`src/verilog/emmu_cfg_pkg.sv`:
```
/*
  translation table geometry and AXI4-Lite register map of the address translator
  ctrl register at 0x0000, table window at 0x8000 with two words per entry
*/
`default_nettype none

package emmu_cfg_pkg;

  // table geometry
  localparam int TABLE_INDEX_BITS = 12;
  localparam int TABLE_DEPTH      = 1 << TABLE_INDEX_BITS;  // 4096 entries
  localparam int TABLE_ENTRY_BITS = 48;
  localparam int TABLE_BYTES      = TABLE_ENTRY_BITS / 8;
  localparam int XLATE_BITS       = 44;  // low entry bits used by translation

  // AXI4-Lite widths
  localparam int AXIL_ADDR_BITS = 16;
  localparam int AXIL_DATA_BITS = 32;
  localparam int AXIL_STRB_BITS = AXIL_DATA_BITS / 8;

  typedef logic [TABLE_INDEX_BITS-1:0] table_index_t;
  typedef logic [TABLE_ENTRY_BITS-1:0] table_entry_t;
  typedef logic [TABLE_BYTES-1:0]      table_be_t;
  typedef logic [AXIL_ADDR_BITS-1:0]   axil_addr_t;
  typedef logic [AXIL_DATA_BITS-1:0]   axil_data_t;
  typedef logic [AXIL_STRB_BITS-1:0]   axil_strb_t;
  typedef logic [1:0]                  axil_resp_t;

  // register map
  localparam axil_addr_t CTRL_ADDR     = 16'h0000;  // bit 0 = enable
  localparam axil_addr_t TABLE_BASE    = 16'h8000;  // bit 15 selects the table
  localparam int         WORD_SEL_BIT  = 2;         // 0 = bits 31:0, 1 = bits 47:32

  localparam axil_resp_t RESP_OKAY   = 2'b00;
  localparam axil_resp_t RESP_SLVERR = 2'b10;

  // read request one peer hands to the arbiter
  typedef struct packed {
    logic         valid;
    table_index_t index;
  } table_req_t;

  typedef enum logic [1:0] {
    idle,        // arready high
    wait_grant,  // table read pending at arbiter
    wait_data,   // entry or register value on its way
    respond      // rvalid high until rready
  } axil_state_t;

endpackage

`default_nettype wire

```
`src/verilog/emesh_pkg.sv`:
```
/*
  mesh packet format shared by the translator and its testbench
  104-bit packet, 32-bit destination address split into page index and offset
*/
`default_nettype none

package emesh_pkg;

  // address geometry
  localparam int ADDR_BITS   = 32;
  localparam int PAGE_BITS   = 12;  // table index, top of dstaddr
  localparam int OFFSET_BITS = 20;  // passes through untranslated

  // other packet fields
  localparam int UPPER_BITS = 64;   // data and srcaddr, untouched here
  localparam int CTRL_BITS  = 8;    // write flag, datamode, ctrlmode

  typedef logic [ADDR_BITS-1:0]   emesh_addr_t;     // dstaddr field
  typedef logic [ADDR_BITS-1:0]   emesh_addr_hi_t;  // upper word of 64-bit address
  typedef logic [OFFSET_BITS-1:0] emesh_offset_t;   // page offset

  // field order matches the wire format, msb first
  typedef struct packed {
    logic [UPPER_BITS-1:0] upper;    // bits 103:40
    emesh_addr_t           dstaddr;  // bits 39:8
    logic [CTRL_BITS-1:0]  ctrl;     // bits 7:0
  } emesh_packet_t;

endpackage

`default_nettype wire
```
`src/verilog/emmu.sv`:
```
/*
  lookup pipeline of the address translator with one cycle latency and no back-pressure
  when enabled the address is {entry[43:0], dstaddr[19:0]} with its low word in the packet
  when disabled the packet passes unchanged and the high word is zero
*/
`default_nettype none

module emmu
  import emesh_pkg::*;
  import emmu_cfg_pkg::*;
(
  input  logic           clk,
  input  logic           reset,
  input  logic           mmu_en,            // from the control register
  // packet in
  input  logic           emesh_access_in,
  input  emesh_packet_t  emesh_packet_in,
  // table read through the arbiter
  output table_req_t     lookup_req,
  input  table_entry_t   tbl_rd_data,       // valid the cycle after the request
  // packet out
  output logic           emmu_access_out,
  output emesh_packet_t  emmu_packet_out,
  output emesh_addr_hi_t emmu_packet_hi_out
);

  emesh_packet_t  pkt_q;     // held alongside the table read
  emesh_offset_t  offset_q;
  emesh_addr_t    addr_lo;
  emesh_addr_hi_t addr_hi;

  // index is the top PAGE_BITS of the incoming address
  assign lookup_req = '{valid: emesh_access_in,
                        index: table_index_t'(emesh_packet_in.dstaddr[ADDR_BITS-1 -: PAGE_BITS])};

  always_ff @(posedge clk or posedge reset) begin
    if (reset) begin
      emmu_access_out <= 1'b0;
    end else begin
      emmu_access_out <= emesh_access_in;
    end
  end

  // payload loaded once per packet
  always_ff @(posedge clk) begin
    if (emesh_access_in) begin
      pkt_q <= emesh_packet_in;
    end
  end

  assign offset_q = pkt_q.dstaddr[OFFSET_BITS-1:0];

  // enable sampled here in the output cycle
  always_comb begin
    if (mmu_en) begin
      addr_lo = {tbl_rd_data[PAGE_BITS-1:0], offset_q};       // entry 11:0 + offset
      addr_hi = tbl_rd_data[XLATE_BITS-1 -: ADDR_BITS];       // entry 43:12
    end else begin
      addr_lo = pkt_q.dstaddr;  // passthrough
      addr_hi = '0;
    end
  end

  assign emmu_packet_out = '{upper: pkt_q.upper, dstaddr: addr_lo, ctrl: pkt_q.ctrl};
  assign emmu_packet_hi_out = addr_hi;

  // each accepted packet leaves one cycle later with its own payload
  access_latency: assert property (
    @(posedge clk) disable iff (reset)
    emesh_access_in |=> emmu_access_out
      && emmu_packet_out.upper == $past(emesh_packet_in.upper)
      && emmu_packet_out.ctrl == $past(emesh_packet_in.ctrl)
  ) else $error("packet did not leave emmu one cycle after it arrived");

endmodule

`default_nettype wire

```
`config.mk`:
```
export PLATFORM = sky130hd
export DESIGN_NAME = emmu
export DESIGN_NICKNAME = d
export VERILOG_FILES = /design/src/verilog/emmu_cfg_pkg.sv /design/src/verilog/emesh_pkg.sv /design/src/verilog/emmu.sv
export SDC_FILE = /design/constraint.sdc
export NUM_CORES = 1
export LEC_CHECK = 0
export ABC_AREA = 1
export BUFFER_PORTS_ARGS = -buffer_cell sky130_fd_sc_hd__buf_2
export CAP_MARGIN = 20
export CORE_ASPECT_RATIO = 0.8
export CORE_MARGIN = 1.5
export CORE_UTILIZATION = 29
export CTS_CLUSTER_DIAMETER = 150
export DETAILED_ROUTE_END_ITERATION = 16
export HOLD_SLACK_MARGIN = 0.12
export PLACE_DENSITY_LB_ADDON = 0.12
export SETUP_SLACK_MARGIN = 0.3
export SYNTH_ARGS = -nofsm -noshare
export SYNTH_HDL_FRONTEND = slang
export SYNTH_SLANG_ARGS = --single-unit
```
`constraint.sdc`:
```
create_clock -name clk -period 0.86 [get_ports clk]
set_input_delay 0.129 -clock clk [delete_from_list [all_inputs] [get_ports clk]]
set_output_delay 0.129 -clock clk [all_outputs]
set_load 0.05 [all_outputs]
```
* Yosys cells after proc, flatten, opt, wreduce, memory -nomap -nowiden
Cells that the tools add are included.
Storage, ports and cells: input bits 156, flip-flop bits (word level) 105
Operators by class: muxes and demuxes 2
Operators by type and width (number):
- 2-to-1 mux 32 bit | 2

* Logic depth before layout (Yosys ltp)
depth after elaboration 1, mapped depth 5, mapped depth without buffers 3

* Worst setup path after synthesis
No wires, ideal clock.
kind input to output, start point in mmu_en, end point out emmu_packet_out[29] in the netlist's numbering, arrival time 0.804 ns, stages on the path 5, setup slack -0.073 ns, path buffers 2, cells stage by stage buf_6 -> inv_2 -> buf_6 -> nand2_1 -> nand2_1
RTL lines:
- from (decl) | line emmu.sv:14 | input logic mmu_en,
- to (decl) | line emmu.sv:23 | output emesh_packet_t emmu_packet_out,

==> metrics.cfg <==
[run_status]
status = complete, but fails checks
violations = hold timing, setup timing

[sta]
rsz0062_at_grt = true
maxSlewHeadroom_pct = 83.2
final-hold-violation-count = 99
slew_viol_final = 0
postLayoutSetupSlackWorst_ns = -0.336
finalHoldWorstSlack_ns = -0.0510
period_share_pct = 139
tightestPinTransition_ns = 0.251
finalSetupViolCount = 114
fin_crit_ns = 1.20
fmaxAchievable_mhz = 836

[setup_path]
crit_start = pkt_q[30]$_DFFE_PP_
path_cells = nand2_4 > nand2_8 > buf_8
start_kind = register
slowest_stage = edfxtp_1
cpPeakStageDelay_ns = 0.41
cp-endpoint = emmu_packet_out[30]
worstSetupPathType = reg -> out
crit_fanout = 1
cp.required_ns = 0.73
cp-end-kind = output port
worstPathArrival_ns = 1.07

[finish]
n_antenna_cell = 0
area_growth_pct = 67.8
multi_input_area_um2 = 622
layoutNonFillerInstCount = 721
regArea_um2 = 3150
nets = 688
drive_gt1_share_pct = 77.7
num-fill-cells = 1270

[synthesis]
synth_seq_cells = 105
postSynthAreaPerCell_um2 = 13.8
syn_inst = 318
synth_top_area_cell = edfxtp_1
yosysUniqueCellTypes = 8
ys_warn_count = 0
yosysTopAreaCellShare_pct = 71.3
syn_nets = 474
synth-seq-area-share_pct = 71.8
synthTopCellsByArea = edfxtp_1 (71%), buf_4 (18%), nand2_1 (5.7%), inv_1 (2.8%), buf_6 (1.0%)
synth_area_um2 = 4380

[power_and_ir_drop]
switching_share_pct = 31.8
p_sw_mw = 4.59
p_seq_share_pct = 43.4
power.share.clock_pct = 28.6
internal_power_mw = 9.85
p_leak_nw = 3.20
pwr-share-comb_pct = 28.1
peakVddDrop_mv = 1.20
cellPowerDensity_nw_per_um2 = 1960

[drt]
drc = 0
detail-route-antenna-nets = 0
post_drt_via_cell_ratio = 4.00
vias = 2881
drt_pass1_iterations = 4
wire_per_inst_um = 15.3
drt_iter0_markers = 81
wl_um = 11000

[clock_network]
clock_path_buffers = 2
cts_sinks = 105
root_buffer = clkbuf_16
cts.reportedPaths.clkPinSlew_ns = 0.07
cts_tree = built
numCtsBuffers = 9
cts_setup_buffers = 0
cts_hold_buf = 1
h-tree-depth = 3

[placed_design]
portBuffers = 301
place_congestion = 0.740
pre_cts_slack_ns = -0.232
dp_cells = 700
place_hpwl_um = 7980

[die]
core_um2 = 14500
rows = 39
start_util_pct = 30.1
die_h_um = 113
io_pins = 306
die_w_um = 140
fp.dieArea_um2 = 15900

[global_route]
grt_max_degree = 46
grt_antenna_before_repair = 1
gr-total-overflow = 0
grt_pass1_vias = 3027
grt_usage_pct = 13.3
grt_pass1_wl_um = 15600

[flow_run]
cap_violations = 0

[worst_hold_path]
hp-class = in -> reg

[synth_stat cells]
library cell / n
inv_2: 1
buf_4: 107
buf_6: 4
edfxtp_1: 104
dfrtp_1: 1
nand2_2: 1
inv_1: 33
nand2_1: 67
[layout by cell type (no fill, tap or decap), drive strengths merged]
cell type	count
clkinvlp	34
bufinv	1
nand2	68
edfxtp	104
clkinv	2
dlygate4sd3	1
inv	4
clkbuf	11
dfrtp	1
buf	311
[area by class of cell]
| class | instances | share of cell area (%) |
|---|---|---|
| clock buffers | 9 | 3.06 |
| clock inverters | 7 | 1.05 |
| inverters | 34 | 3.40 |
| multi-input cells | 68 | 8.46 |
| flip-flops and latches | 105 | 42.8 |
| well taps | 184 | 3.13 |
| repair buffers | 314 | 38.1 |
[stage by stage]
step / area (um^2) / utilization, % / setup TNS (ns) / total power, mW
2_1_floorplan: 5060 / - / 0 / 9.24
3_3_place_gp: 5690 / 39.1 / -10.16 / 9.44
3_5_place_dp: 5690 / 39.1 / -10.25 / 9.45
4_1_cts: 7030 / 48.3 / -22.03 / 14.4
5_1_grt: 7350 / 50.6 / -23.72 / 15.0
6_report: 7350 / 50.6 / -19.01 / 14.4
[metal layers]
layer	global-route usage [%]	vias to the layer above	part of all wire, %	routed length, um
met5	0	-	0	0
li1	-	1351	-	-
met3	7.41	15	11	1210
met2	23.9	153	54	5930
met1	12.5	1362	33	3690
met4	5.40	0	1.7	190
[power groups by stage]
stage	combinational, mW	clock (mW)	sequential (mW)
after global placement	3.18	0	6.26
final	4.05	4.13	6.26
after CTS	3.88	4.31	6.26
after detailed placement	3.18	0	6.27
after floorplan	2.89	0	6.34
after global routing	4.20	4.48	6.29
[critical path: cells and delay by family (launching register included)]
kind          cells  cell delay (ns)
buf+inv           1             0.14
flops             1             0.41
simple gates      2             0.17
[worst min path at each step]
stage,from,end,cells after the start
floorplan,reset,emmu_access_out$_DFF_PP0_,1
global placement,reset,emmu_access_out$_DFF_PP0_,2
detailed placement,reset,emmu_access_out$_DFF_PP0_,2
CTS,emesh_packet_in[60],emmu_packet_out[60]$_DFFE_PP_,1
global route,emesh_packet_in[27],offset_q[19]$_DFFE_PP_,1
finish,emesh_packet_in[57],emmu_packet_out[57]$_DFFE_PP_,1
[sequential cells by signal, indices dropped and copies added (netlist names)]
register         count
offset_q            20
emmu_access_out      1
emmu_packet_out     72
pkt_q               12
[kinds of logic after synthesis]
| logic type | Yosys count | share of synthesized area (%) |
|---|---|---|
| flip-flops | 105 | 71.8 |
| AND/OR/NAND/NOR | 68 | 5.88 |
| buffers and inverters | 145 | 22.3 |
[timing repair]
item,in CTS,in global routing
gates cloned,1,3
gates resized for setup,315,65
hold endpoints to repair,105,104
endpoints found under the setup margin,150,140
pin swaps,5,7
Note: power is estimated with default switching activity, not from simulation.
