**src/verilog/emmu_cfg_pkg.sv**
```systemverilog
/*
  translation table geometry and AXI4-Lite register map of the address translator
  ctrl register at 0x0000, table window at 0x8000 with two words per entry
*/
`default_nettype none

package emmu_cfg_pkg;

  // table geometry
  localparam int TABLE_INDEX_BITS = 12;
  localparam int TABLE_DEPTH      = 1 << TABLE_INDEX_BITS;  // 4096 entries
  localparam int TABLE_ENTRY_BITS = 48;
  localparam int TABLE_BYTES      = TABLE_ENTRY_BITS / 8;
  localparam int XLATE_BITS       = 44;  // low entry bits used by translation

  // AXI4-Lite widths
  localparam int AXIL_ADDR_BITS = 16;
  localparam int AXIL_DATA_BITS = 32;
  localparam int AXIL_STRB_BITS = AXIL_DATA_BITS / 8;

  typedef logic [TABLE_INDEX_BITS-1:0] table_index_t;
  typedef logic [TABLE_ENTRY_BITS-1:0] table_entry_t;
  typedef logic [TABLE_BYTES-1:0]      table_be_t;
  typedef logic [AXIL_ADDR_BITS-1:0]   axil_addr_t;
  typedef logic [AXIL_DATA_BITS-1:0]   axil_data_t;
  typedef logic [AXIL_STRB_BITS-1:0]   axil_strb_t;
  typedef logic [1:0]                  axil_resp_t;

  // register map
  localparam axil_addr_t CTRL_ADDR     = 16'h0000;  // bit 0 = enable
  localparam axil_addr_t TABLE_BASE    = 16'h8000;  // bit 15 selects the table
  localparam int         WORD_SEL_BIT  = 2;         // 0 = bits 31:0, 1 = bits 47:32

  localparam axil_resp_t RESP_OKAY   = 2'b00;
  localparam axil_resp_t RESP_SLVERR = 2'b10;

  // read request one peer hands to the arbiter
  typedef struct packed {
    logic         valid;
    table_index_t index;
  } table_req_t;

  typedef enum logic [1:0] {
    idle,        // arready high
    wait_grant,  // table read pending at arbiter
    wait_data,   // entry or register value on its way
    respond      // rvalid high until rready
  } axil_state_t;

endpackage

`default_nettype wire

```
**src/verilog/emmu_table_arbiter.sv**
```systemverilog
/*
  fixed priority arbiter for the single table read port
  lookups always win and a config read goes through on a cycle with no lookup
  cfg_data_valid marks the cycle in which the shared read bus holds config data
*/
`default_nettype none

module emmu_table_arbiter
  import emmu_cfg_pkg::*;
(
  input  logic         clk,
  input  logic         reset,
  input  table_req_t   lookup_req,      // from the lookup pipeline
  input  table_req_t   cfg_req,         // from the AXI4-Lite slave and held until grant
  output logic         cfg_grant,
  output logic         cfg_data_valid,  // one cycle after cfg_grant
  output logic         rd_en,
  output table_index_t rd_index
);

  // lookup drives the read port first
  assign rd_en     = lookup_req.valid | cfg_req.valid;
  assign rd_index  = lookup_req.valid ? lookup_req.index : cfg_req.index;
  assign cfg_grant = cfg_req.valid & ~lookup_req.valid;  // idle cycle only

  // table has one cycle of read latency
  always_ff @(posedge clk or posedge reset) begin
    if (reset) begin
      cfg_data_valid <= 1'b0;
    end else begin
      cfg_data_valid <= cfg_grant;
    end
  end

  // config peer keeps its request steady until granted
  cfg_req_held: assert property (
    @(posedge clk) disable iff (reset)
    cfg_req.valid && !cfg_grant |=> cfg_req.valid && $stable(cfg_req.index)
  ) else $error("config read request dropped or changed before its grant");

  // pending config read must not starve
  cfg_not_starved: assert property (
    @(posedge clk) disable iff (reset)
    cfg_req.valid |-> ##[0:4096] cfg_grant
  ) else $error("config read not granted within 4096 cycles");

endmodule

`default_nettype wire

```
**config.mk**
```make
export PLATFORM = sky130hd
export DESIGN_NAME = emmu_table_arbiter
export DESIGN_NICKNAME = d
export VERILOG_FILES = /design/src/verilog/emmu_cfg_pkg.sv /design/src/verilog/emmu_table_arbiter.sv
export SDC_FILE = /design/constraint.sdc
export NUM_CORES = 1
export LEC_CHECK = 0
export BUFFER_PORTS_ARGS = -buffer_cell sky130_fd_sc_hd__buf_2
export CAP_MARGIN = 15
export CORE_AREA = 2 2 39 41
export CTS_CLUSTER_SIZE = 24
export DETAILED_ROUTE_END_ITERATION = 6
export DIE_AREA = 0 0 41 43
export HOLD_SLACK_MARGIN = 0.08
export PLACE_DENSITY = 0.5
export SLEW_MARGIN = 20
export SYNTH_ARGS = -nofsm -noshare
export SYNTH_HDL_FRONTEND = slang
export SYNTH_SLANG_ARGS = --single-unit
export TNS_END_PERCENT = 10
```
**constraint.sdc**
```tcl
create_clock -name clk -period 1.9 [get_ports clk]
set_input_delay 0.475 -clock clk [delete_from_list [all_inputs] [get_ports clk]]
set_output_delay 0.475 -clock clk [all_outputs]
set_load 0.02 [all_outputs]
```
* Word level (Yosys, flattened, before mapping)
Cells that the tools add are included.
** Cells by class
- Mux-type cells :: 1
- Bitwise gates (word level) :: 3
** Operators by type and width (count)
- 2-to-1 mux 12 bit :: 1
- AND 1 bit :: 1
- NOT 1 bit :: 1
- OR 1 bit :: 1
** Storage, ports and cells
- Input port bits :: 28
- Bits in registers :: 1
- Word-level logic and storage cells :: 5
- Output and inout bits :: 15

* Longest topological paths before layout
Gate-level depths: netlist of the first run.
- Depth in word-level cells :: 2
- Gate-level depth with buffers :: 2
- Mapped depth without buffers :: 1

* Worst setup path before layout of the first run
Ideal clock, no wire load.
- Path type :: in2out
- Start point :: input lookup_req[12] (netlist bit)
- End point :: output rd_index[10]
- Required time :: 1.425 ns
- Arrival :: 0.969 ns
- Slack :: 0.456 ns
- Buffers on the path :: 1
- Stages :: 2
- Cell sequence :: buf_6 -> mux2_2
** Between the ends
- Cells in the longest elaborated chain, start to end :: 1
** Ends and longest elaborated chain
- start, declared :: line emmu_table_arbiter.sv:13 : input table_req_t lookup_req,
- 2-to-1 mux 12 bit :: line emmu_table_arbiter.sv:23 : assign rd_index = lookup_req.valid ? lookup_req.index : cfg_req.index;
- end, declared :: line emmu_table_arbiter.sv:18 : output table_index_t rd_index
No other way between the ends.

* Worst setup path after layout of the first run
- Start point :: input lookup_req[12] (netlist bit)
- End point :: output rd_index[4]
Same word-level chain as after synthesis.

==> results.yml, run 1 <==
outcome:
  run_status: "completed"
floorplanning:
  std_cell_rows: 14
  die-width_um: 41
  ios: 43
  die-height_um: 43
  initial_utilization_pct: 13.7
  die_area_mm2: 0.00176
  core_area_mm2: 0.00138
routing:
  drtAntennaViolNets: 0
  dr_total_vias: 303
  number_of_detailed_routing_iterations_run_before_antenna_repair: 1
  route.detailed.wl_per_inst_um: 11.7
  detail_route.drc_violations: 0
  wirelength_um: 869
  drt_first_iter_violations: 0
  drt-vias-per-instance: 4.09
worst_setup_path:
  cp_slowest_stage_delay_ns: 0.38
  setup.worst_path.class: "in -> out"
  cp_cell_sequence: "buf_2 > mux2_2 > buf_2"
  cp-start-kind: "input port"
  critical_path.endpoint_type: "primary output"
  critical-path-slowest-cell: "sky130_fd_sc_hd__mux2_2"
  worst-endpoint-arrival_ns: 1.27
  data_required_time_at_the_worst_endpoint_ns: 1.42
  critPathMostFrequentCell: "sky130_fd_sc_hd__buf_2"
  crit_path_max_fo: 14
placement:
  portBuffers: 42
  place_congestion: 0.688
  dpl-instance-area_um2: 409
  dp_hpwl_um: 817
grt:
  grt_use_total_pct: 9.99
  pin_count_of_the_biggest_net_entering_global_routing: 15
  total_global_routing_overflow: 0
  grt_antenna_before_repair: 0
  first_global_vias: 290
  grt_first_pass_wirelength_um: 1250
timing:
  relSlewSlack_pct: 82.0
  rsz0062_at_grt: "false"
  setup_total_negative_slack_ns: 0
  setup_failing_eps_final: 0
  final-hold-violation-count: 0
  worst-slew-pin-transition_ns: 0.270
  drv_slew: 0
  time_the_final_worst_path_needs_with_i_o_delays_and_setup_ns: 1.74
  timing.fmax_ghz: 0.574
  final.period_utilization_pct: 91.6
final_layout:
  final_nets: 88
  fraction_of_layout_instances_using_a_drive_strength_above_1_pct: 96.6
  largest_register_ff_count: 1
  finalInstanceArea_um2: 409
  largest_register: "cfg_data_valid"
  num_antenna_cells: 0
  area_growth_syn_to_layout_pct: 115
  largest_registers: "cfg_data_valid: 1 flops"
power:
  power_density_mw_per_mm2: 324
  irDropWorstVdd_mv: 0.101
  p_switching_mw: 0.0556
  power_frac_clock_pct: 0
  power_report.internal_total_mw: 0.0769
  share_comb_of_total_power_pct: 82.7
  power.share.switching_pct: 42.0
  power.leakage_nw: 0.239
  seqPwrFrac_pct: 17.3
logic_synthesis:
  postSynthAreaPerCell_um2: 11.2
  post_synth_num_cell_types: 6
  synth_cells: 17
  synth_seq_area_share_pct: 13.2
  synth_fp_nets: 45
  synth.cell_area_um2: 190
  ys.warnings.count: 0
  yosys_register_bits: 1
clock_network:
  post_cts_resized: 0
  clk_pin_slew_worst_paths_ns: 0
  postCtsSetupRepairBufs: 0
  hold_buffers: 0
hold_path:
  hold_path.class: "in -> async"
run:
  cap_violations: 0
==> cells in the final DEF (no fill, tap or decap) <==
master,count
sky130_fd_sc_hd__buf_2,42
sky130_fd_sc_hd__mux2_2,12
sky130_fd_sc_hd__and2b_2,1
sky130_fd_sc_hd__inv_1,1
sky130_fd_sc_hd__dfrtp_1,1
sky130_fd_sc_hd__or2_2,1
==> kinds of logic (layout without fill, tap and decap cells) <==
kind of cell / Yosys count / count (layout) / share of synthesized area [%]
simple gates: 2 / 2 / 7.90
flops: 1 / 1 / 13.2
buf+inv: 2 / 43 / 7.89
mux: 12 / 12 / 71.1
==> worst paths after layout <==
| kind | end | slack, ns | cells past startpoint | from |
|---|---|---|---|---|
| min in group clk | cfg_data_valid | 0.74 | 2 | cfg_req[12] |
| max | rd_index[4] | 0.16 | 3 | lookup_req[12] |
| max in group asynchronous | cfg_data_valid | 1.50 | 2 | reset |
| min | cfg_data_valid | 0.31 | 2 | reset |
==> synthesized netlist by cell type <==
cell type,number,area share [%]
sky130_fd_sc_hd__dfrtp_1,1,13
sky130_fd_sc_hd__inv_1,1,2.0
sky130_fd_sc_hd__and2b_2,1,4.6
sky130_fd_sc_hd__or2_2,1,3.3
sky130_fd_sc_hd__mux2_2,12,71
sky130_fd_sc_hd__buf_6,1,5.9
==> power groups by stage <==
stage	clock [mW]	sequential, mW	combinational (mW)
floorplan	0	0.0245	0.0608
global placement	0	0.0230	0.111
detailed placement	0	0.0230	0.111
CTS	0	0.0230	0.111
global route	0	0.0232	0.118
finish	0	0.0230	0.110
==> worst max-delay path: cells and delay by family <==
kind	cells	cell delay [ns]
buf+inv	2	0.41
mux	1	0.38
==> metrics by stage <==
stage	total power, mW	util, %	hold slack [ns]	setup slack, ns	cells
2_1_floorplan	0.0853	-	0.204	0.456	17
5_1_grt	0.142	29.6	0.325	0.106	74
4_1_cts	0.134	29.6	0.310	0.144	74
3_3_place_gp	0.134	29.6	0.309	0.159	74
6_report	0.133	29.6	0.308	0.159	74
3_5_place_dp	0.134	29.6	0.310	0.145	74
==> layout make-up <==
type,instances,area [um^2]
fill,154,975
inverter,1,3.75
multi-input combinational,14,150
sequential,1,25.0
tap,16,20.0
timing repair buffer,42,210
==> per-layer routing <==
layer,global-route usage (%),wire length (um),vias to the layer above
li1,-,-,143
met1,13.9,358,117
met2,14.7,262,43
met3,4.71,248,0
met4,0,0,0
met5,0,0,-
Power figures use the tool's default switching activity.
==> run 2, diff against run 1 <==
--- a/config.mk
+++ b/config.mk
@@ -7,10 +7,10 @@
 export LEC_CHECK = 0
 export BUFFER_PORTS_ARGS = -buffer_cell sky130_fd_sc_hd__buf_2
 export CAP_MARGIN = 15
-export CORE_AREA = 2 2 39 41
+export CORE_AREA = 4 4 41 43
 export CTS_CLUSTER_SIZE = 24
 export DETAILED_ROUTE_END_ITERATION = 6
-export DIE_AREA = 0 0 41 43
+export DIE_AREA = 0 0 45 47
 export HOLD_SLACK_MARGIN = 0.08
 export PLACE_DENSITY = 0.5
 export SLEW_MARGIN = 20
==> run 2 against run 1 <==
Net effect:
- routed wire length up 5.2%
- hold slack better by 0.0036 ns
- sequential share of layout area about the same
- utilization up 1.8 points
- global-route usage down 1.0 points
- via count down 3.0%
- sequential power about the same
- worst setup slack better by 0.0054 ns
- first-iteration DRC count unchanged
- combinational power about the same
- critical path depth unchanged
- largest cell class unchanged
- highest routed layer unchanged
==> results.yml, run 2 (synthesized netlist as in run 1, its figures left out) <==
outcome:
  run_status: "completed"
placement:
  dp_hpwl_um: 871
  pre_cts_ws_ns: 0.156
  dpl-instance-area_um2: 408
  place_congestion: 0.681
  portBuffers: 42
  dp_cells: 73
worst_setup_path:
  setup.worst_path.class: "in -> out"
  crit_path_start: "lookup_req[12]"
  data_required_time_at_the_worst_endpoint_ns: 1.42
  critical_path.endpoint_type: "primary output"
  worst-endpoint-arrival_ns: 1.26
  crit_path_max_fo: 14
  cp-start-kind: "input port"
final_layout:
  largest_register: "cfg_data_valid"
  most-common-layout-cells: "sky130_fd_sc_hd__buf_2 (42), sky130_fd_sc_hd__mux2_2 (12)"
  num_antenna_cells: 0
  nFillCells: 157
  layout.cells.most_common: "sky130_fd_sc_hd__buf_2"
  final_nets: 88
  area_growth_syn_to_layout_pct: 114
  finalInstanceArea_um2: 408
  largest_register_ff_count: 1
  largest_registers: "cfg_data_valid: 1 flops"
  instances_no_fill: 73
  fin_util_pct: 31.3
  fraction_of_layout_instances_using_a_drive_strength_above_1_pct: 96.6
routing:
  drt-vias-per-instance: 4.03
  route.detailed.wl_per_inst_um: 12.5
  wirelength_um: 914
  number_of_detailed_routing_iterations_run_before_antenna_repair: 1
  detail_route.drc_violations: 0
  drtAntennaViolNets: 0
  drt_first_iter_violations: 0
  dr_total_vias: 294
timing:
  final_worst_hold_slack_ns: 0.312
  final.period_utilization_pct: 91.4
  final-hold-violation-count: 0
  final_critical_path_setup_slack_ns: 0.164
  rsz0062_at_grt: "false"
  drv_slew: 0
  worst-slew-pin-transition_ns: 0.264
  setup_failing_eps_final: 0
  timing.fmax_ghz: 0.576
  setup_total_negative_slack_ns: 0
  relSlewSlack_pct: 82.4
  time_the_final_worst_path_needs_with_i_o_delays_and_setup_ns: 1.74
floorplanning:
  die-height_um: 47
  initial_utilization_pct: 14.6
  std_cell_rows: 13
  ios: 43
  core_area_mm2: 0.00130
  die_area_mm2: 0.00212
  die-width_um: 45
hold_path:
  hold_path.class: "in -> async"
clock_network:
  post_cts_resized: 0
  postCtsSetupRepairBufs: 0
  hold_buffers: 0
  clk_pin_slew_worst_paths_ns: 0
grt:
  first_global_vias: 331
  grt_use_total_pct: 8.98
  pin_count_of_the_biggest_net_entering_global_routing: 15
  grt_first_pass_wirelength_um: 1400
  grt_antenna_before_repair: 0
  total_global_routing_overflow: 0
run:
  cap_violations: 0
power:
  power_density_mw_per_mm2: 326
  p_total_mw: 0.133
  power.leakage_nw: 0.239
  irDropWorstVdd_mv: 0.106
==> run 2: cell type report <==
| type | instances | area, um^2 | share of cell area (%) |
|---|---|---|---|
| tap | 15 | 18.8 | 4.60 |
| timing repair buffer | 42 | 210 | 51.5 |
| multi-input combinational | 14 | 150 | 36.8 |
| inverter | 1 | 3.75 | 0.920 |
| sequential | 1 | 25.0 | 6.13 |
==> run 2: worst max-delay path, stage by stage <==
cell and delay (ns):
sky130_fd_sc_hd__buf_2 0.25, sky130_fd_sc_hd__mux2_2 0.38, sky130_fd_sc_hd__buf_2 0.16
==> run 2: worst max path at each step <==
stage | end | slack [ns] | cells after the start
after global routing | rd_index[1] | 0.12 | 3
final | rd_index[7] | 0.16 | 3
after floorplan | rd_index[10] | 0.46 | 2
after CTS | rd_index[7] | 0.15 | 3
after global placement | rd_index[8] | 0.17 | 3
after detailed placement | rd_index[7] | 0.16 | 3
==> run 2: report_power, final <==
part / internal (mW) / leakage, nW / switching, mW
logic: 0.0542 / 0.226 / 0.0558
clock network: 0 / 0 / 0
registers: 0.0227 / 0.0129 / 0.000183
total: 0.0770 / 0.239 / 0.0560
==> run 2: metal layers <==
metal | share of wire [%] | wire length [um] | global-route usage (%)
met3 | 23 | 208 | 4.60
met2 | 42 | 385 | 16.4
met4 | 0 | 0 | 0
met5 | 0 | 0 | 0
met1 | 35 | 320 | 9.91
==> run 3, diff against run 2 <==
--- a/config.mk
+++ b/config.mk
@@ -13,6 +13,7 @@
 export DIE_AREA = 0 0 45 47
 export HOLD_SLACK_MARGIN = 0.08
 export PLACE_DENSITY = 0.5
+export REMOVE_ABC_BUFFERS = 1
 export SLEW_MARGIN = 20
 export SYNTH_ARGS = -nofsm -noshare
 export SYNTH_HDL_FRONTEND = slang
==> run 3 against run 2 <==
Net effect:
- sequential power is essentially flat
- global-route usage rose by 1.1 points
- utilization unchanged
- sequential share of layout area unchanged
- maximum frequency is essentially flat
- via count is 1.4% higher
- cell area stayed put
- routed wire length is 9.4% higher
- cell count unchanged
- power rose by 0.95%
- hold slack worse by 0.0023 ns
- die area did not move
- largest cell class unchanged
- largest power group unchanged
==> results.yml, run 3 (synthesized netlist as in run 1, its figures left out) <==
outcome:
  run_status: "completed"
floorplanning:
  die-height_um: 47
  core_area_mm2: 0.00130
  die_area_mm2: 0.00212
  std_cell_rows: 13
  die-width_um: 45
  initial_utilization_pct: 14.6
  ios: 43
power:
  p_switching_mw: 0.0571
  share_comb_of_total_power_pct: 82.9
  irDropWorstVdd_mv: 0.137
  power.share.switching_pct: 42.6
  power_report.internal_total_mw: 0.0771
  power_frac_clock_pct: 0
  seqPwrFrac_pct: 17.1
  power.leakage_nw: 0.239
  power_density_mw_per_mm2: 329
  p_total_mw: 0.134
routing:
  drt_first_iter_violations: 0
  drt-vias-per-instance: 4.08
  number_of_detailed_routing_iterations_run_before_antenna_repair: 1
  route.detailed.wl_per_inst_um: 13.7
  detail_route.drc_violations: 0
  wirelength_um: 1000
  dr_total_vias: 298
  drtAntennaViolNets: 0
grt:
  grt_first_pass_wirelength_um: 1550
  grt_use_total_pct: 10.1
  first_global_vias: 345
  grt_most_used_layer: "met2"
  pin_count_of_the_biggest_net_entering_global_routing: 15
  met1_usage_pct: 11.5
  grt_use_met3_pct: 3.07
  total_global_routing_overflow: 0
  groute.layer.met2.usage_pct: 19.5
  grt_antenna_before_repair: 0
placement:
  portBuffers: 42
  dp_hpwl_um: 940
  place_congestion: 0.710
final_layout:
  most-common-layout-cells: "sky130_fd_sc_hd__buf_2 (42), sky130_fd_sc_hd__mux2_2 (12)"
  nFillCells: 147
  final_nets: 88
  ff_latch_area_um2: 25.0
  largest_register_ff_count: 1
  largest_register: "cfg_data_valid"
  multi_input_area_um2: 150
  layout.cells.most_common: "sky130_fd_sc_hd__buf_2"
  largest_registers: "cfg_data_valid: 1 flops"
  area_growth_syn_to_layout_pct: 114
  num_antenna_cells: 0
  fraction_of_layout_instances_using_a_drive_strength_above_1_pct: 96.6
hold_path:
  hold_path.class: "in -> async"
timing:
  final-hold-violation-count: 0
  setup_failing_eps_final: 0
  setup_total_negative_slack_ns: 0
  worst-slew-pin-transition_ns: 0.272
  timing.fmax_ghz: 0.577
  drv_slew: 0
  rsz0062_at_grt: "false"
  final.period_utilization_pct: 91.3
  time_the_final_worst_path_needs_with_i_o_delays_and_setup_ns: 1.73
  relSlewSlack_pct: 81.9
run:
  cap_violations: 0
worst_setup_path:
  setup.worst_path.class: "in -> out"
  cp-start-kind: "input port"
  critical_path.endpoint_type: "primary output"
  worst-endpoint-arrival_ns: 1.26
  data_required_time_at_the_worst_endpoint_ns: 1.42
  crit_path_max_fo: 14
clock_network:
  clk_pin_slew_worst_paths_ns: 0
  postCtsSetupRepairBufs: 0
  post_cts_resized: 0
  hold_buffers: 0
==> run 3: area by class of cell <==
class	count	share of cell area, %
multi-input cells	14	36.8
well taps	15	4.60
repair buffers	42	51.5
inverters	1	0.920
flip-flops and latches	1	6.13
==> run 3: metrics by stage <==
stage	hold WS [ns]	worst slack, ns	cell area, um^2	instances	utilization (%)
3_5_place_dp	0.312	0.169	408	73	31.3
4_1_cts	0.313	0.167	408	73	31.3
6_report	0.309	0.166	408	73	31.3
2_1_floorplan	0.204	0.585	179	16	-
5_1_grt	0.318	0.118	408	73	31.3
3_3_place_gp	0.307	0.161	408	73	31.3
==> run 3: how the worst max path moves through the flow <==
stage	from	slack (ns)	cells past startpoint	endpoint
floorplan	lookup_req[12]	0.59	1	rd_index[0]
global placement	lookup_req[12]	0.16	3	rd_index[1]
detailed placement	lookup_req[12]	0.17	3	rd_index[1]
CTS	lookup_req[12]	0.17	3	rd_index[1]
global route	lookup_req[12]	0.12	3	rd_index[4]
finish	lookup_req[12]	0.17	3	rd_index[4]
==> run 3: routing by layer <==
layer  wire length (um)  up-vias
li1                   -      143
met1                367      124
met3                170        0
met2                463       31
met4                  0        0
met5                  0        -
==> run 3: worst max-delay path, stage by stage <==
cell	delay [ns]
sky130_fd_sc_hd__buf_2	0.25
sky130_fd_sc_hd__mux2_2	0.37
sky130_fd_sc_hd__buf_2	0.16
==> run 3: power by group through the flow <==
stage,combinational (mW),clock [mW],sequential (mW)
2_1_floorplan,0.0563,0,0.0245
3_3_place_gp,0.113,0,0.0230
3_5_place_dp,0.112,0,0.0230
4_1_cts,0.113,0,0.0230
5_1_grt,0.121,0,0.0231
6_report,0.111,0,0.0230
