**src/verilog/emmu_cfg_pkg.sv**
```systemverilog
/*
  translation table geometry and AXI4-Lite register map of the address translator
  ctrl register at 0x0000, table window at 0x8000 with two words per entry
*/
`default_nettype none

package emmu_cfg_pkg;

  // table geometry
  localparam int TABLE_INDEX_BITS = 12;
  localparam int TABLE_DEPTH      = 1 << TABLE_INDEX_BITS;  // 4096 entries
  localparam int TABLE_ENTRY_BITS = 48;
  localparam int TABLE_BYTES      = TABLE_ENTRY_BITS / 8;
  localparam int XLATE_BITS       = 44;  // low entry bits used by translation

  // AXI4-Lite widths
  localparam int AXIL_ADDR_BITS = 16;
  localparam int AXIL_DATA_BITS = 32;
  localparam int AXIL_STRB_BITS = AXIL_DATA_BITS / 8;

  typedef logic [TABLE_INDEX_BITS-1:0] table_index_t;
  typedef logic [TABLE_ENTRY_BITS-1:0] table_entry_t;
  typedef logic [TABLE_BYTES-1:0]      table_be_t;
  typedef logic [AXIL_ADDR_BITS-1:0]   axil_addr_t;
  typedef logic [AXIL_DATA_BITS-1:0]   axil_data_t;
  typedef logic [AXIL_STRB_BITS-1:0]   axil_strb_t;
  typedef logic [1:0]                  axil_resp_t;

  // register map
  localparam axil_addr_t CTRL_ADDR     = 16'h0000;  // bit 0 = enable
  localparam axil_addr_t TABLE_BASE    = 16'h8000;  // bit 15 selects the table
  localparam int         WORD_SEL_BIT  = 2;         // 0 = bits 31:0, 1 = bits 47:32

  localparam axil_resp_t RESP_OKAY   = 2'b00;
  localparam axil_resp_t RESP_SLVERR = 2'b10;

  // read request one peer hands to the arbiter
  typedef struct packed {
    logic         valid;
    table_index_t index;
  } table_req_t;

  typedef enum logic [1:0] {
    idle,        // arready high
    wait_grant,  // table read pending at arbiter
    wait_data,   // entry or register value on its way
    respond      // rvalid high until rready
  } axil_state_t;

endpackage

`default_nettype wire

```
**src/verilog/emmu_axil_slave.sv**
```systemverilog
/*
  AXI4-Lite slave for the translator: control register and table window
  writes land in the handshake cycle, table reads go through the arbiter
  one read and one write outstanding at a time
*/
`default_nettype none

module emmu_axil_slave
  import emmu_cfg_pkg::*;
(
  input  logic         clk,
  input  logic         reset,
  // write address / data / response
  input  axil_addr_t   s_axil_awaddr,
  input  logic         s_axil_awvalid,
  output logic         s_axil_awready,
  input  axil_data_t   s_axil_wdata,
  input  axil_strb_t   s_axil_wstrb,
  input  logic         s_axil_wvalid,
  output logic         s_axil_wready,
  output axil_resp_t   s_axil_bresp,
  output logic         s_axil_bvalid,
  input  logic         s_axil_bready,
  // read address / data
  input  axil_addr_t   s_axil_araddr,
  input  logic         s_axil_arvalid,
  output logic         s_axil_arready,
  output axil_data_t   s_axil_rdata,
  output axil_resp_t   s_axil_rresp,
  output logic         s_axil_rvalid,
  input  logic         s_axil_rready,
  // to the translator
  output logic         mmu_en,
  output logic         tbl_wr_en,
  output table_be_t    tbl_wr_be,
  output table_index_t tbl_wr_index,
  output table_entry_t tbl_wr_data,
  output table_req_t   cfg_req,
  input  logic         cfg_grant,
  input  logic         cfg_data_valid,
  input  table_entry_t tbl_rd_data
);

  localparam int HI_BITS = TABLE_ENTRY_BITS - AXIL_DATA_BITS;  // 16 bits in word 1

  axil_state_t  state;
  logic         wr_go, wr_tbl, wr_ctrl, wr_word;
  logic         rd_tbl, rd_ctrl, rd_word, rd_done;
  table_index_t rd_index;

  function automatic logic addr_is_table(input axil_addr_t a);
    return (a & TABLE_BASE) == TABLE_BASE;
  endfunction

  function automatic logic addr_is_ctrl(input axil_addr_t a);
    return a[AXIL_ADDR_BITS-1:2] == CTRL_ADDR[AXIL_ADDR_BITS-1:2];  // byte offset ignored
  endfunction

  // write: both channels present, no response still pending
  assign wr_go          = s_axil_awvalid & s_axil_wvalid & ~s_axil_bvalid;
  assign s_axil_awready = wr_go;
  assign s_axil_wready  = wr_go;
  assign wr_tbl         = addr_is_table(s_axil_awaddr);
  assign wr_ctrl        = addr_is_ctrl(s_axil_awaddr);
  assign wr_word        = s_axil_awaddr[WORD_SEL_BIT];

  assign tbl_wr_en    = wr_go & wr_tbl;
  assign tbl_wr_index = s_axil_awaddr[WORD_SEL_BIT+1 +: TABLE_INDEX_BITS];
  assign tbl_wr_data  = {s_axil_wdata[HI_BITS-1:0], s_axil_wdata};  // both halves, be picks
  assign tbl_wr_be    = !tbl_wr_en ? '0 :
                        wr_word    ? {s_axil_wstrb[1:0], 4'b0000} :
                                     {2'b00, s_axil_wstrb};

  always_ff @(posedge clk or posedge reset) begin
    if (reset) begin
      s_axil_bvalid <= 1'b0;
      mmu_en        <= 1'b0;
    end else begin
      if (wr_go) begin
        s_axil_bvalid <= 1'b1;
      end else if (s_axil_bready) begin
        s_axil_bvalid <= 1'b0;
      end
      if (wr_go && wr_ctrl && s_axil_wstrb[0]) begin
        mmu_en <= s_axil_wdata[0];
      end
    end
  end

  always_ff @(posedge clk) begin
    if (wr_go) begin
      s_axil_bresp <= (wr_tbl || wr_ctrl) ? RESP_OKAY : RESP_SLVERR;
    end
  end

  // read side
  assign s_axil_arready = (state == idle);
  assign s_axil_rvalid  = (state == respond);
  assign cfg_req        = '{valid: (state == wait_grant), index: rd_index};
  assign rd_done        = (state == wait_data) && (cfg_data_valid || !rd_tbl);

  always_ff @(posedge clk or posedge reset) begin
    if (reset) begin
      state <= idle;
    end else begin
      case (state)
        idle:       if (s_axil_arvalid) state <= addr_is_table(s_axil_araddr) ?
                                                 wait_grant : wait_data;
        wait_grant: if (cfg_grant) state <= wait_data;
        wait_data:  if (rd_done) state <= respond;
        respond:    if (s_axil_rready) state <= idle;
        default:    state <= idle;
      endcase
    end
  end

  // latched request and response payload
  always_ff @(posedge clk) begin
    if (s_axil_arvalid && s_axil_arready) begin
      rd_tbl   <= addr_is_table(s_axil_araddr);
      rd_ctrl  <= addr_is_ctrl(s_axil_araddr);
      rd_word  <= s_axil_araddr[WORD_SEL_BIT];
      rd_index <= s_axil_araddr[WORD_SEL_BIT+1 +: TABLE_INDEX_BITS];
    end
    if (rd_done) begin
      s_axil_rresp <= (rd_tbl || rd_ctrl) ? RESP_OKAY : RESP_SLVERR;
      if (rd_tbl) begin
        s_axil_rdata <= rd_word ? axil_data_t'(tbl_rd_data[TABLE_ENTRY_BITS-1:AXIL_DATA_BITS])
                                : tbl_rd_data[AXIL_DATA_BITS-1:0];
      end else if (rd_ctrl) begin
        s_axil_rdata <= axil_data_t'(mmu_en);
      end else begin
        s_axil_rdata <= '0;  // unmapped
      end
    end
  end

  rdata_stable: assert property (
    @(posedge clk) disable iff (reset)
    s_axil_rvalid && !s_axil_rready |=>
      s_axil_rvalid && $stable(s_axil_rdata) && $stable(s_axil_rresp)
  ) else $error("rdata changed while rvalid held");

endmodule

`default_nettype wire

```
**config.mk**
```make
export PLATFORM = sky130hd
export DESIGN_NAME = emmu_axil_slave
export DESIGN_NICKNAME = d
export VERILOG_FILES = /design/src/verilog/emmu_cfg_pkg.sv /design/src/verilog/emmu_axil_slave.sv
export SDC_FILE = /design/constraint.sdc
export NUM_CORES = 1
export LEC_CHECK = 0
export BUFFER_PORTS_ARGS = -buffer_cell sky130_fd_sc_hd__buf_2
export CAP_MARGIN = 30
export CORE_AREA = 2 2 97 99
export CTS_CLUSTER_DIAMETER = 200
export CTS_CLUSTER_SIZE = 28
export DETAILED_ROUTE_END_ITERATION = 10
export DIE_AREA = 0 0 99 101
export PLACE_DENSITY = 0.71
export SETUP_SLACK_MARGIN = 0.15
export SYNTH_ARGS = -nofsm -noshare
export SYNTH_HDL_FRONTEND = slang
export SYNTH_SLANG_ARGS = --single-unit
```
**constraint.sdc**
```tcl
create_clock -name clk -period 2.4 [get_ports clk]
set_input_delay 0.24 -clock clk [delete_from_list [all_inputs] [get_ports clk]]
set_output_delay 0.24 -clock clk [all_outputs]
set_load 0.05 [all_outputs]
```
Word-level counts from Yosys, hierarchy flattened. Index checks and enable logic that the tools add are counted.

Flip-flop bits (word level): 55. Bits of input ports: 125. Output and inout port bits: 122. Word-level logic and storage cells: 49.

Eq/ne operators: 7. Multiplexer cells: 15. Bitwise logic cells: 4. Reduce and logical (&&, ||, !) cells: 13.

Operators by type and width (count): 32-bit 2-to-1 mux (2); 14-bit logical NOT (2); 2-bit 2-to-1 mux (7); 6-bit 2-to-1 mux (2); 2-bit case mux with 4 select lines (1); 2-bit == test, second input constant (2); 1-bit logical AND (4); 2-bit by 1-bit inequality test with 1-bit output, second input constant (2); 2-bit inequality test, second input constant (2); 4-bit AND reduction (1); 1-bit bitwise AND (3); 1-bit logical OR (3); 1-bit 2-to-1 mux (3); 2-bit by 1-bit == test with 1-bit output, second input constant (1); 2-bit logical NOT (1); 2-bit nonzero test (1); 1-bit logical NOT (1); 1-bit NOT (1).

Depth between registers and ports, before layout. Gate-level depths: netlist of the first run.

Depth after elaboration: 5. Mapped depth: 6. Mapped depth without buffers: 6.

Worst setup path after synthesis of the first run. Ideal clock, no wire load.

Path kind: flip-flop to flip-flop. Start: reg state[0]. End: reg s_axil_rdata[0] (enable). Setup time: 0.427 ns. Arrival: 2.202 ns. Data required time: 1.973 ns. Path slack: -0.229 ns. Stages on the path, launching flop included: 4. Buffers on the path: 0. Period minus slack after synthesis: 2.629 ns. Path through: dfrtp_1 -> inv_1 -> ha_1 -> nor2b_1.

Cells in the longest elaborated chain, start to end: 2.

Ends and longest elaborated chain: from (decl) (line emmu_axil_slave.sv:46) `axil_state_t state;`; from (signal assigned) (line emmu_axil_slave.sv:104) `state <= idle;`; from (signal assigned) (line emmu_axil_slave.sv:107) `idle: if (s_axil_arvalid) state <= addr_is_table(s_axil_araddr) ?`; from (signal assigned) (line emmu_axil_slave.sv:109) `wait_grant: if (cfg_grant) state <= wait_data;`; 2-bit == test (line emmu_axil_slave.sv:100) `assign rd_done = (state == wait_data) && (cfg_data_valid || !rd_tbl);`; 1-bit logical AND (line emmu_axil_slave.sv:100); named net rd_done (line emmu_axil_slave.sv:48) `logic rd_tbl, rd_ctrl, rd_word, rd_done;`; to (signal assigned) (line emmu_axil_slave.sv:128) `s_axil_rdata <= rd_word ? axil_data_t'(tbl_rd_data[TABLE_ENTRY_BITS-1:AXIL_DATA_BITS])`; to (signal assigned) (line emmu_axil_slave.sv:131) `s_axil_rdata <= axil_data_t'(mmu_en);`; to (decl) (line emmu_axil_slave.sv:28) `output axil_data_t s_axil_rdata,`.

The timed path passes the listed nets, and every way through them passes these cells. A chain may end at the register's enable or synchronous reset.

Worst setup path in the final report of the first run.
Start: reg s_axil_bvalid. End: out tbl_wr_be[1].

Cells in the longest elaborated chain, start to end: 4.

Ends and longest elaborated chain: from (decl) (line emmu_axil_slave.sv:22) `output logic s_axil_bvalid,`; from (signal assigned) (line emmu_axil_slave.sv:76) `s_axil_bvalid <= 1'b0;`; from (signal assigned) (line emmu_axil_slave.sv:80) `s_axil_bvalid <= 1'b1;`; from (signal assigned) (line emmu_axil_slave.sv:82) `s_axil_bvalid <= 1'b0;`; 1-bit NOT (line emmu_axil_slave.sv:60) `assign wr_go = s_axil_awvalid & s_axil_wvalid & ~s_axil_bvalid;`; 1-bit bitwise AND (line emmu_axil_slave.sv:60); 1-bit bitwise AND (line emmu_axil_slave.sv:67) `assign tbl_wr_en = wr_go & wr_tbl;`; 6-bit 2-to-1 mux (line emmu_axil_slave.sv:70) `assign tbl_wr_be = !tbl_wr_en ? '0 :`; to (decl) (line emmu_axil_slave.sv:35) `output table_be_t tbl_wr_be,`.

No other way between the ends.

==> results of run 1 <==
-- sequential cells by signal, summed over array words and instances, names as in the netlist --
| register | flops |
|---|---|
| s_axil_bvalid | 1 |
| rd_ctrl | 1 |
| rd_index | 12 |
| s_axil_bresp | 1 |
| state | 2 |
| rd_tbl | 1 |
| rd_word | 1 |
| s_axil_rdata | 32 |
| mmu_en | 1 |
| s_axil_rresp | 1 |
-- worst paths after layout --
path | startpoint | to | slack [ns] | cells after the start
setup / recovery | s_axil_bvalid$_DFFE_PP0P_ | tbl_wr_be[1] | 0.32 | 5
hold / removal | s_axil_araddr[3] | rd_index[0]$_DFFE_PP_ | 0.12 | 1
min in group asynchronous | reset | state[1]$_DFFE_PP0P_ | 0.36 | 3
hold reg to reg | s_axil_bvalid$_DFFE_PP0P_ | s_axil_bvalid$_DFFE_PP0P_ | 0.52 | 1
max in group asynchronous | reset | mmu_en$_DFFE_PP0P_ | 1.88 | 3
setup reg to reg | state[1]$_DFFE_PP0P_ | rd_index[6]$_DFFE_PP_ | 0.72 | 3
-- layout make-up --
class	count	share of cell area [%]
Sequential cell	53	46.60
Timing Repair Buffer	167	25.16
Multi-Input combinational cell	94	20.78
Tap cell	111	4.119
Clock buffer	6	2.152
Inverter	7	0.7792
Clock inverter	2	0.4082
-- layout by cell type (no fill, tap or decap), types with 2 or more instances in the layout --
cell type    n
nor4_1       6
edfxtp_1    49
buf_4        3
nor2_1       3
buf_2      163
nor2b_1     17
and3_1       2
and2_2       5
and2_1      17
mux2i_1     18
inv_1        7
conb_1       2
clkbuf_8     5
nand2_1      5
ha_1         5
dfrtp_1      4
-- logic make-up after synthesis --
family,share of synthesized area (%)
DFF,56.55
AOI/OAI and AO/OA,1.261
muxes,7.429
other,0.1349
and+or+nand+nor,13.55
buffers and inverters,18.82
adders and majority gates,2.251
-- power by group through the flow --
stage	registers [mW]	clock network (mW)	logic, mW
after floorplan	2.05	0	0.760
after global placement	1.39	0	1.56
after detailed placement	1.40	0	1.58
after CTS	1.38	0.539	1.58
after global routing	1.40	0.563	1.66
final	1.38	0.511	1.56
-- critical path, stage by stage (launching register included) --
cell,delay (ns)
dfrtp_1,0.40
and3b_2,0.31
and2_2,0.18
nor2b_1,0.21
and2_2,0.17
buf_2,0.25
-- routing by layer --
| layer | vias up | track usage (%) | wire [um] |
|---|---|---|---|
| met5 | - | 0 | 0 |
| met4 | 0 | 4.426 | 102 |
| met3 | 21 | 3.606 | 585 |
| met2 | 100 | 24.01 | 3576 |
| met1 | 871 | 12.70 | 2429 |
| li1 | 899 | - | - |
-- through the flow --
step / power [mW] / setup WS (ns) / cell area [um^2] / hold WS (ns) / std cells
after global placement: 2.945 / 0.7325 / 3276 / 0.1266 / 431
after floorplan: 2.808 / 0.1726 / 2790 / 0.006082 / 222
after CTS: 3.502 / 0.3052 / 3372 / 0.1079 / 440
final: 3.447 / 0.3204 / 3372 / 0.1191 / 440
after global routing: 3.622 / 0.1895 / 3372 / 0.1010 / 440
after detailed placement: 2.981 / 0.6659 / 3276 / 0.1340 / 431
==> metrics.md, run 1 <==
| Metric | Value |
|---|---|
| Ys async rst share | ~7.5% |
| Tmin final | a little over 2 ns |
| # setup viols final | 0 |
| Max-slew headroom | 55.75% |
| CTS tree | done |
| CTS Buffer Depth | 2 |
| Final Wtd Congestion | around 0.73 |
| Hold Vio Cnt, Final | 0 |
| Leading area contributor after synthesis | edfxtp_1 |
| Post-Synthesis Cells | approximately 220 |
| RSZ-0062 raised after global routing | false |
| LEAKAGE | between 1.5 and 2 nW |
| Worst hold path class | primary input to flip-flop |
| Die height | ~100 um |
| Fin Setup TNS | 0 ns |
| Critical path capture point type | output pin |
| Clk_lat worst skew | roughly 0.31 ns |
| Arr. time, crit path | 1.84 ns |
| GRT overflow | 0 |
| Layout net count | 458 |
| # diodes | 0 |
| Fillcell total | approximately 890 |
| Core Util, Final | 37.56% |
| Critical path launch point type | flip-flop |
| Setup Skew | ~0.012 ns |
| VDD IR-drop max | 0.0003135 V |
| Clk pwr share | about 15% |
| Remaining DRCs | 0 |
| Number of antenna violations at the first check in global routing | 0 |
| Logic pwr share | approximately 45% |
| Via density | around 4.3 |
| Top cell type's share of synthesized area | 52.95% |
| Register Area | approximately 1600 um^2 |
| Register area share after synthesis | 56.55% |
| Most common cell in the netlist | buf_4 |
| Clk sink count | 53 |
| Vias | about 1.9k |
| FF+latch count, synth | 53 |
| Pin count of the biggest net entering global routing | 34 |
| CTS clock-pin slew for the worst setup and hold paths | ~0.1 ns |
| Vias in the first global route | around 1.9k |
| Final WL | approximately 6700 um |
| First-pass DRT Iterations | 4 |
| Critical path class | flip-flop to output pin |
| Slew Limit Fails | 0 |
| Most instantiated cells after synthesis | 64 x buf_4, 49 x edfxtp_1, 21 x and2_1, 18 x mux2i_1, 18 x nor2b_1 |
| Area contributors post-synth | edfxtp_1 53%, buf_4 17%, mux2i_1 6.5% |
| Synth Cell Area | between 2000 and 3000 um^2 |
| Yosys cell types | 29 |
| Initial Util | 30.95% |
| Net Sw Frac | about 45% |
| Clk root buf | clkbuf_8 |
| Slew @ Worst Pin | 0.6637 ns |
| Max Fanout on Critical Path | 6 |
| Status | completed |
| Total CTS buffers | 5 |
| Yosys warns | 0 |
| Fmax | around 480 MHz |
| Die W | roughly 99 um |
| Switching power | 1.563 mW |
| Top-Level Pins | about 250 |
| Pwr dens | between 1000 and 1500 nW/um^2 |
| Ys flop type | edfxtp_1 |
| # Post-CTS Setup Buffers | 0 |
| Initial DRC Count | 27 |
| Reg power frac | between 40% and 50% |
| Hold buffers post-CTS | 1 |
| Worst Path Required | ~2.2 ns |
| Post-route ant nets | 0 |
| # rows | 35 |
| Crit share post-route | between 80% and 90% |
| Layout cells sized above 1 | a little under three fifths |
| Total GRT Usage | about an eighth |
| Core area | 8977 um^2 |
| Die footprint | around 10000 um^2 |
| DP HPWL | 5442 um |
| Buffers on Ports | 163 |
| Post-synth EDFFs | a little under 50 |
| Area grow syn2layout | 21.34% |
| Post-CTS Resized | 0 |
| First-pass GRT wire length | just under 10000 um |
| DR WL/cell | ~15 um |
| Syn Area/Cell | ~13 um^2 |
| Int Pwr | 1.884 mW |
| Max Cap Violations | 0 |
| H-tree Lvls | 2 |
| Area occupied by multi-input gates | 700.7 um^2 |
No activity file was read; power rests on OpenSTA's default activity.
==> inputs of run 2 (changes only) <==
--- a/config.mk
+++ b/config.mk
@@ -13,6 +13,7 @@
 export DETAILED_ROUTE_END_ITERATION = 10
 export DIE_AREA = 0 0 99 101
 export PLACE_DENSITY = 0.71
+export REMOVE_ABC_BUFFERS = 1
 export SETUP_SLACK_MARGIN = 0.15
 export SYNTH_ARGS = -nofsm -noshare
 export SYNTH_HDL_FRONTEND = slang
==> metrics.md, run 2 (synthesis gave the netlist of run 1 again) <==
| Metric | Value |
|---|---|
| Status | completed |
| Final WL | approximately 8500 um |
| Remaining DRCs | 0 |
| Top-Level Pins | around 250 |
| Via density | 4.457 |
| Hold Vio Cnt, Final | 0 |
| Commonest cells after routing, fill and taps aside | 163 x buf_2, 49 x edfxtp_1, 21 x and2_1 |
| Die W | between 90 and 100 um |
| Final Wtd Congestion | 0.8045 |
| Core area | roughly 9000 um^2 |
| Clk_lat worst skew | roughly 0.30 ns |
| First-pass GRT wire length | between 10000 and 15000 um |
| # diodes | 0 |
| Max FFs per register | 32 |
| Clk sink count | 53 |
| LEAKAGE | approximately 1.6 nW |
| DP HPWL | between 7000 and 8000 um |
| Buffers on Ports | 163 |
| Fin Setup TNS | 0 ns |
| Pwr dens | between 1000 and 1500 nW/um^2 |
| Largest regs | s_axil_rdata (32), rd_index (12), state (2) |
| Pin count of the biggest net entering global routing | 34 |
| CTS tree | done |
| GRT overflow | 0 |
| Initial DRC Count | slightly above 40 |
| # Post-CTS Setup Buffers | 0 |
| Layout net count | roughly 460 |
| Slew Limit Fails | 0 |
| # rows | 35 |
| Clk root buf | clkbuf_8 |
| Tmin final | about 2.0 ns |
| Hold buffers post-CTS | 1 |
| Number of antenna violations at the first check in global routing | 0 |
| Max Cap Violations | 0 |
| Slew @ Worst Pin | 0.6489 ns |
| Fmax | just under 500 MHz |
| Arr. time, crit path | 1.80 ns |
| Core Util, Final | 37.78% |
| Worst hold path class | primary input to flip-flop |
| Post-CTS Resized | 0 |
| CTS Buffer Depth | 2 |
| Max Fanout on Critical Path | 6 |
| Worst Path Required | roughly 2.2 ns |
| Vias | 1961 |
| Initial Util | between 30% and 40% |
| Setup Skew | 0.008660 ns |
| Max-slew headroom | 56.74% |
| Total GRT Usage | between 10% and 20% |
| Area grow syn2layout | 22.06% |
| Post-route ant nets | 0 |
| Most common cell after layout, fill and taps aside | buf_2 |
| CTS clock-pin slew for the worst setup and hold paths | ~0.1 ns |
| Layout cells sized above 1 | between 50% and 60% |
| First-pass DRT Iterations | 4 |
| Slowest stage delay, CP | about 0.40 ns |
| Die footprint | 9999 um^2 |
| H-tree Lvls | 2 |
| Critical path capture point type | output pin |
| DR WL/cell | between 15 and 20 um |
| # setup viols final | 0 |
| Crit share post-route | between 80 and 90% |
| VDD IR-drop max | between 0.0007 and 0.0008 V |
| Die height | roughly 100 um |
| Vias in the first global route | around 1.9k |
| RSZ-0062 raised after global routing | false |
| Critical path class | flip-flop to output pin |
| Biggest register | s_axil_rdata |
| Total CTS buffers | 5 |
| Worst path cell trace | and3b_2, and2_2, nor2b_1, and2_1, buf_2 |
| Critical path launch point type | flip-flop |
| Slowest CP cell | dfrtp_1 |
| Tot Pwr | around 3.5 mW |
run 2: changes by cell type in the layout (fill, tap and decap cells not counted), sizes merged:
cell,delta
buf,+1
bufinv,+1
clkbuf,-1
inv,-1
run 2: metrics by stage:
| stage | instance area [um^2] | hold slack, ns | setup slack, ns | cells |
|---|---|---|---|---|
| CTS | 3392 | 0.1079 | 0.3512 | 440 |
| global placement | 3278 | 0.1387 | 0.7353 | 432 |
| global route | 3392 | 0.09998 | 0.2477 | 440 |
| finish | 3392 | 0.1231 | 0.3612 | 440 |
| detailed placement | 3278 | 0.1381 | 0.6985 | 432 |
| floorplan | 2286 | 0.006082 | -0.2517 | 154 |
run 2: worst max-delay path: cells and delay by family (launching register included):
family,cells,cell delay (ns)
simple gates,4,0.85
flops,1,0.40
buf+inv,1,0.25
run 2: power breakdown:
group	internal (mW)	total [mW]	switching, mW
Clock	0.304	0.590	0.286
Sequential	1.30	1.37	0.0641
Combinational	0.376	1.57	1.20
run 2: per-layer routing:
metal	GRT usage, %	part of all wire, %	vias to the layer above
met5	6.154	0.94	-
met4	2.950	1.4	2
met3	9.639	13	8
met2	27.55	47	158
met1	17.65	38	889
li1	-	-	904
run 2: final timing paths:
check	start	to	slack, ns	cells after the start
worst min register to register	s_axil_bvalid$_DFFE_PP0P_	s_axil_bvalid$_DFFE_PP0P_	0.51	1
worst max-delay path	s_axil_bvalid$_DFFE_PP0P_	tbl_wr_be[1]	0.36	5
worst min-delay path	s_axil_araddr[5]	rd_index[2]$_DFFE_PP_	0.12	1
min in group asynchronous	reset	mmu_en$_DFFE_PP0P_	0.36	3
max in group asynchronous	reset	state[0]$_DFFE_PP0P_	1.88	3
worst max register to register	state[0]$_DFFE_PP0P_	s_axil_rdata[27]$_SDFFCE_PP0P_	0.72	4
run 2: final cells by class:
cell class,instances,area [um^2]
Clock buffer,5,68.82
Inverter,7,26.28
Multi-Input combinational cell,94,695.7
Sequential cell,53,1572
Clock inverter,2,35.03
Fill cell,864,5585
Timing Repair Buffer,168,855.8
Tap cell,111,138.9
==> inputs of run 3 (changes only) <==
==> constraint.sdc (replaced) <==
create_clock -name clk -period 1.7 [get_ports clk]
set_input_delay 0.17 -clock clk [delete_from_list [all_inputs] [get_ports clk]]
set_output_delay 0.17 -clock clk [all_outputs]
set_load 0.05 [all_outputs]
==> metrics.md, run 3 (synthesis gave the netlist of run 1 again) <==
| Metric | Value |
|---|---|
| Pin count of the biggest net entering global routing | 34 |
| Via density | approximately 4.4 |
| First-pass DRT Iterations | 4 |
| LEAKAGE | 1.661 nW |
| Layout net count | between 400 and 500 |
| Core Util, Final | 39.48% |
| Worst Path Required | roughly 1.5 ns |
| Die W | between 90 and 100 um |
| CTS clock-pin slew for the worst setup and hold paths | ~0.10 ns |
| Max Cap Violations | 0 |
| Critical path class | flip-flop to output pin |
| Register Area | 1572 um^2 |
| Critical path capture point type | output pin |
| Clk root buf | clkbuf_8 |
| Vias | roughly 2.0k |
| DP HPWL | roughly 7400 um |
| Design area | roughly 3500 um^2 |
| Final hold slack | 0.05269 ns |
| H-tree Lvls | 2 |
| Fillcell total | 854 |
| Max Fanout on Critical Path | 4 |
| # setup viols final | 4 |
| Largest regs | s_axil_rdata (32), rd_index (12), state (2) |
| Crit path from | s_axil_bvalid$_DFFE_PP0P_ |
| Cell Area, Placed | between 3000 and 4000 um^2 |
| Post-route ant nets | 0 |
| # rows | 35 |
| RR Startpoint | state[0]$_DFFE_PP0P_ |
| Max FFs per register | 32 |
| RSZ-0062 raised after global routing | true |
| Clk sink count | 53 |
| CTS Buffer Depth | 2 |
| # diodes | 0 |
| Commonest cells after routing, fill and taps aside | 154 x buf_2, 49 x edfxtp_1, 18 x mux2i_1 |
| Die footprint | about 10000 um^2 |
| Biggest register | s_axil_rdata |
| Area occupied by multi-input gates | 726.9 um^2 |
| Critical path launch point type | flip-flop |
| CTS tree | done |
| Final Wtd Congestion | about 0.84 |
| Tmin final | roughly 1.7 ns |
| Clk_lat worst skew | around 0.30 ns |
| Pwr dens | 1431 nW/um^2 |
| Remaining DRCs | 0 |
| Failing checks | setup timing |
| Reg2reg setup slack | roughly 0.24 ns |
| First-pass GRT wire length | between 10000 and 15000 um |
| Most common cell after layout, fill and taps aside | buf_2 |
| Total CTS buffers | 5 |
| VDD IR-drop max | 0.0007450 V |
| Number of antenna violations at the first check in global routing | 0 |
| Layout cells sized above 1 | 57.74% |
| Hold Startpoint | s_axil_araddr[3] |
| Core area | roughly 9000 um^2 |
| Worst hold path class | primary input to flip-flop |
| Status | finished, violations left |
| Fmax | between 500 and 600 MHz |
| Vias in the first global route | slightly below 2k |
| Top-Level Pins | between 200 and 250 |
| Die height | about 100 um |
| Hold Vio Cnt, Final | 0 |
| Initial DRC Count | 28 |
| GRT overflow | 0 |
| Total GRT Usage | around 17% |
| DR WL/cell | a little under 20 um |
| Worst setup margin | -0.03726 ns |
| Initial Util | 30.95% |
| Slew Limit Fails | 0 |
| Crit share post-route | 102.2% |
| Area grow syn2layout | 27.56% |
| Arr. time, crit path | about 1.6 ns |
| Setup Skew | 0.005247 ns |
| Buffers on Ports | 163 |
| Final WL | ~8900 um |
## run 3: cell types whose count changed in the layout (fill, tap and decap cells not counted), moves of 4 or more
cell | previous run | this run
and2_1 | 21 | 17
and2_4 | 0 | 5
buf_2 | 163 | 154
buf_8 | 0 | 4
## run 3: final cells by class
type,count,area share [%]
clock buffer,6,2.047
inverter,7,0.7413
timing repair buffer,174,28.06
tap,111,3.918
clock inverter,2,0.3883
multi-input combinational,94,20.51
sequential,53,44.33
## run 3: timing repair
| action | in CTS | in global routing |
|---|---|---|
| pin swaps | 0 | 2 |
| setup buffers | 0 | 1 |
| gates cloned | 0 | 2 |
| hold buffers | 1 | 0 |
| endpoints found under the hold margin | 4 | 0 |
| gates resized for setup | 15 | 15 |
| endpoints found under the setup margin | 7 | 35 |
## run 3: critical path, stage by stage, from the launching register on
cell and delay, ns:
dfrtp_1 0.40, and3b_2 0.25, and2_4 0.16, nor2b_4 0.17
and2_4 0.16, buf_8 0.14
## run 3: path summary, 6_finish.rpt
check,endpoint,cells past startpoint
hold reg to reg,s_axil_bvalid$_DFFE_PP0P_,1
setup / recovery,tbl_wr_be[1],5
min in group asynchronous,mmu_en$_DFFE_PP0P_,3
max in group asynchronous,s_axil_bvalid$_DFFE_PP0P_,3
setup reg to reg,s_axil_rdata[6]$_SDFFCE_PN0P_,4
hold / removal,rd_index[0]$_DFFE_PP_,1
## run 3: metal layers
layer  up-vias  share of wire [%]  global-route usage (%)
li1        919                  -                       -
met1       884                 37                   17.99
met2       165                 48                   28.27
met3         4                 13                   9.847
met4         2                1.1                   3.267
met5         -               0.90                   6.154
## run 3: power breakdown
group | total (mW) | internal, mW | leakage [nW] | switching, mW
Sequential | 1.93 | 1.84 | 0.513 | 0.0945
Clock | 0.711 | 0.295 | 0.0456 | 0.416
Combinational | 2.43 | 0.673 | 1.10 | 1.76
Total | 5.07 | 2.80 | 1.66 | 2.27
## run 3: through the flow
stage          setup TNS [ns]  worst slack, ns  total power, mW  instances
2_1_floorplan          -38.48          -0.9517            3.570        154
5_1_grt               -0.5001          -0.1269            5.313        447
4_1_cts               -0.1248         -0.03276            4.983        444
6_report              -0.1368         -0.03726            5.071        447
3_5_place_dp                0           0.1370            4.258        435
3_3_place_gp                0           0.1829            4.209        435
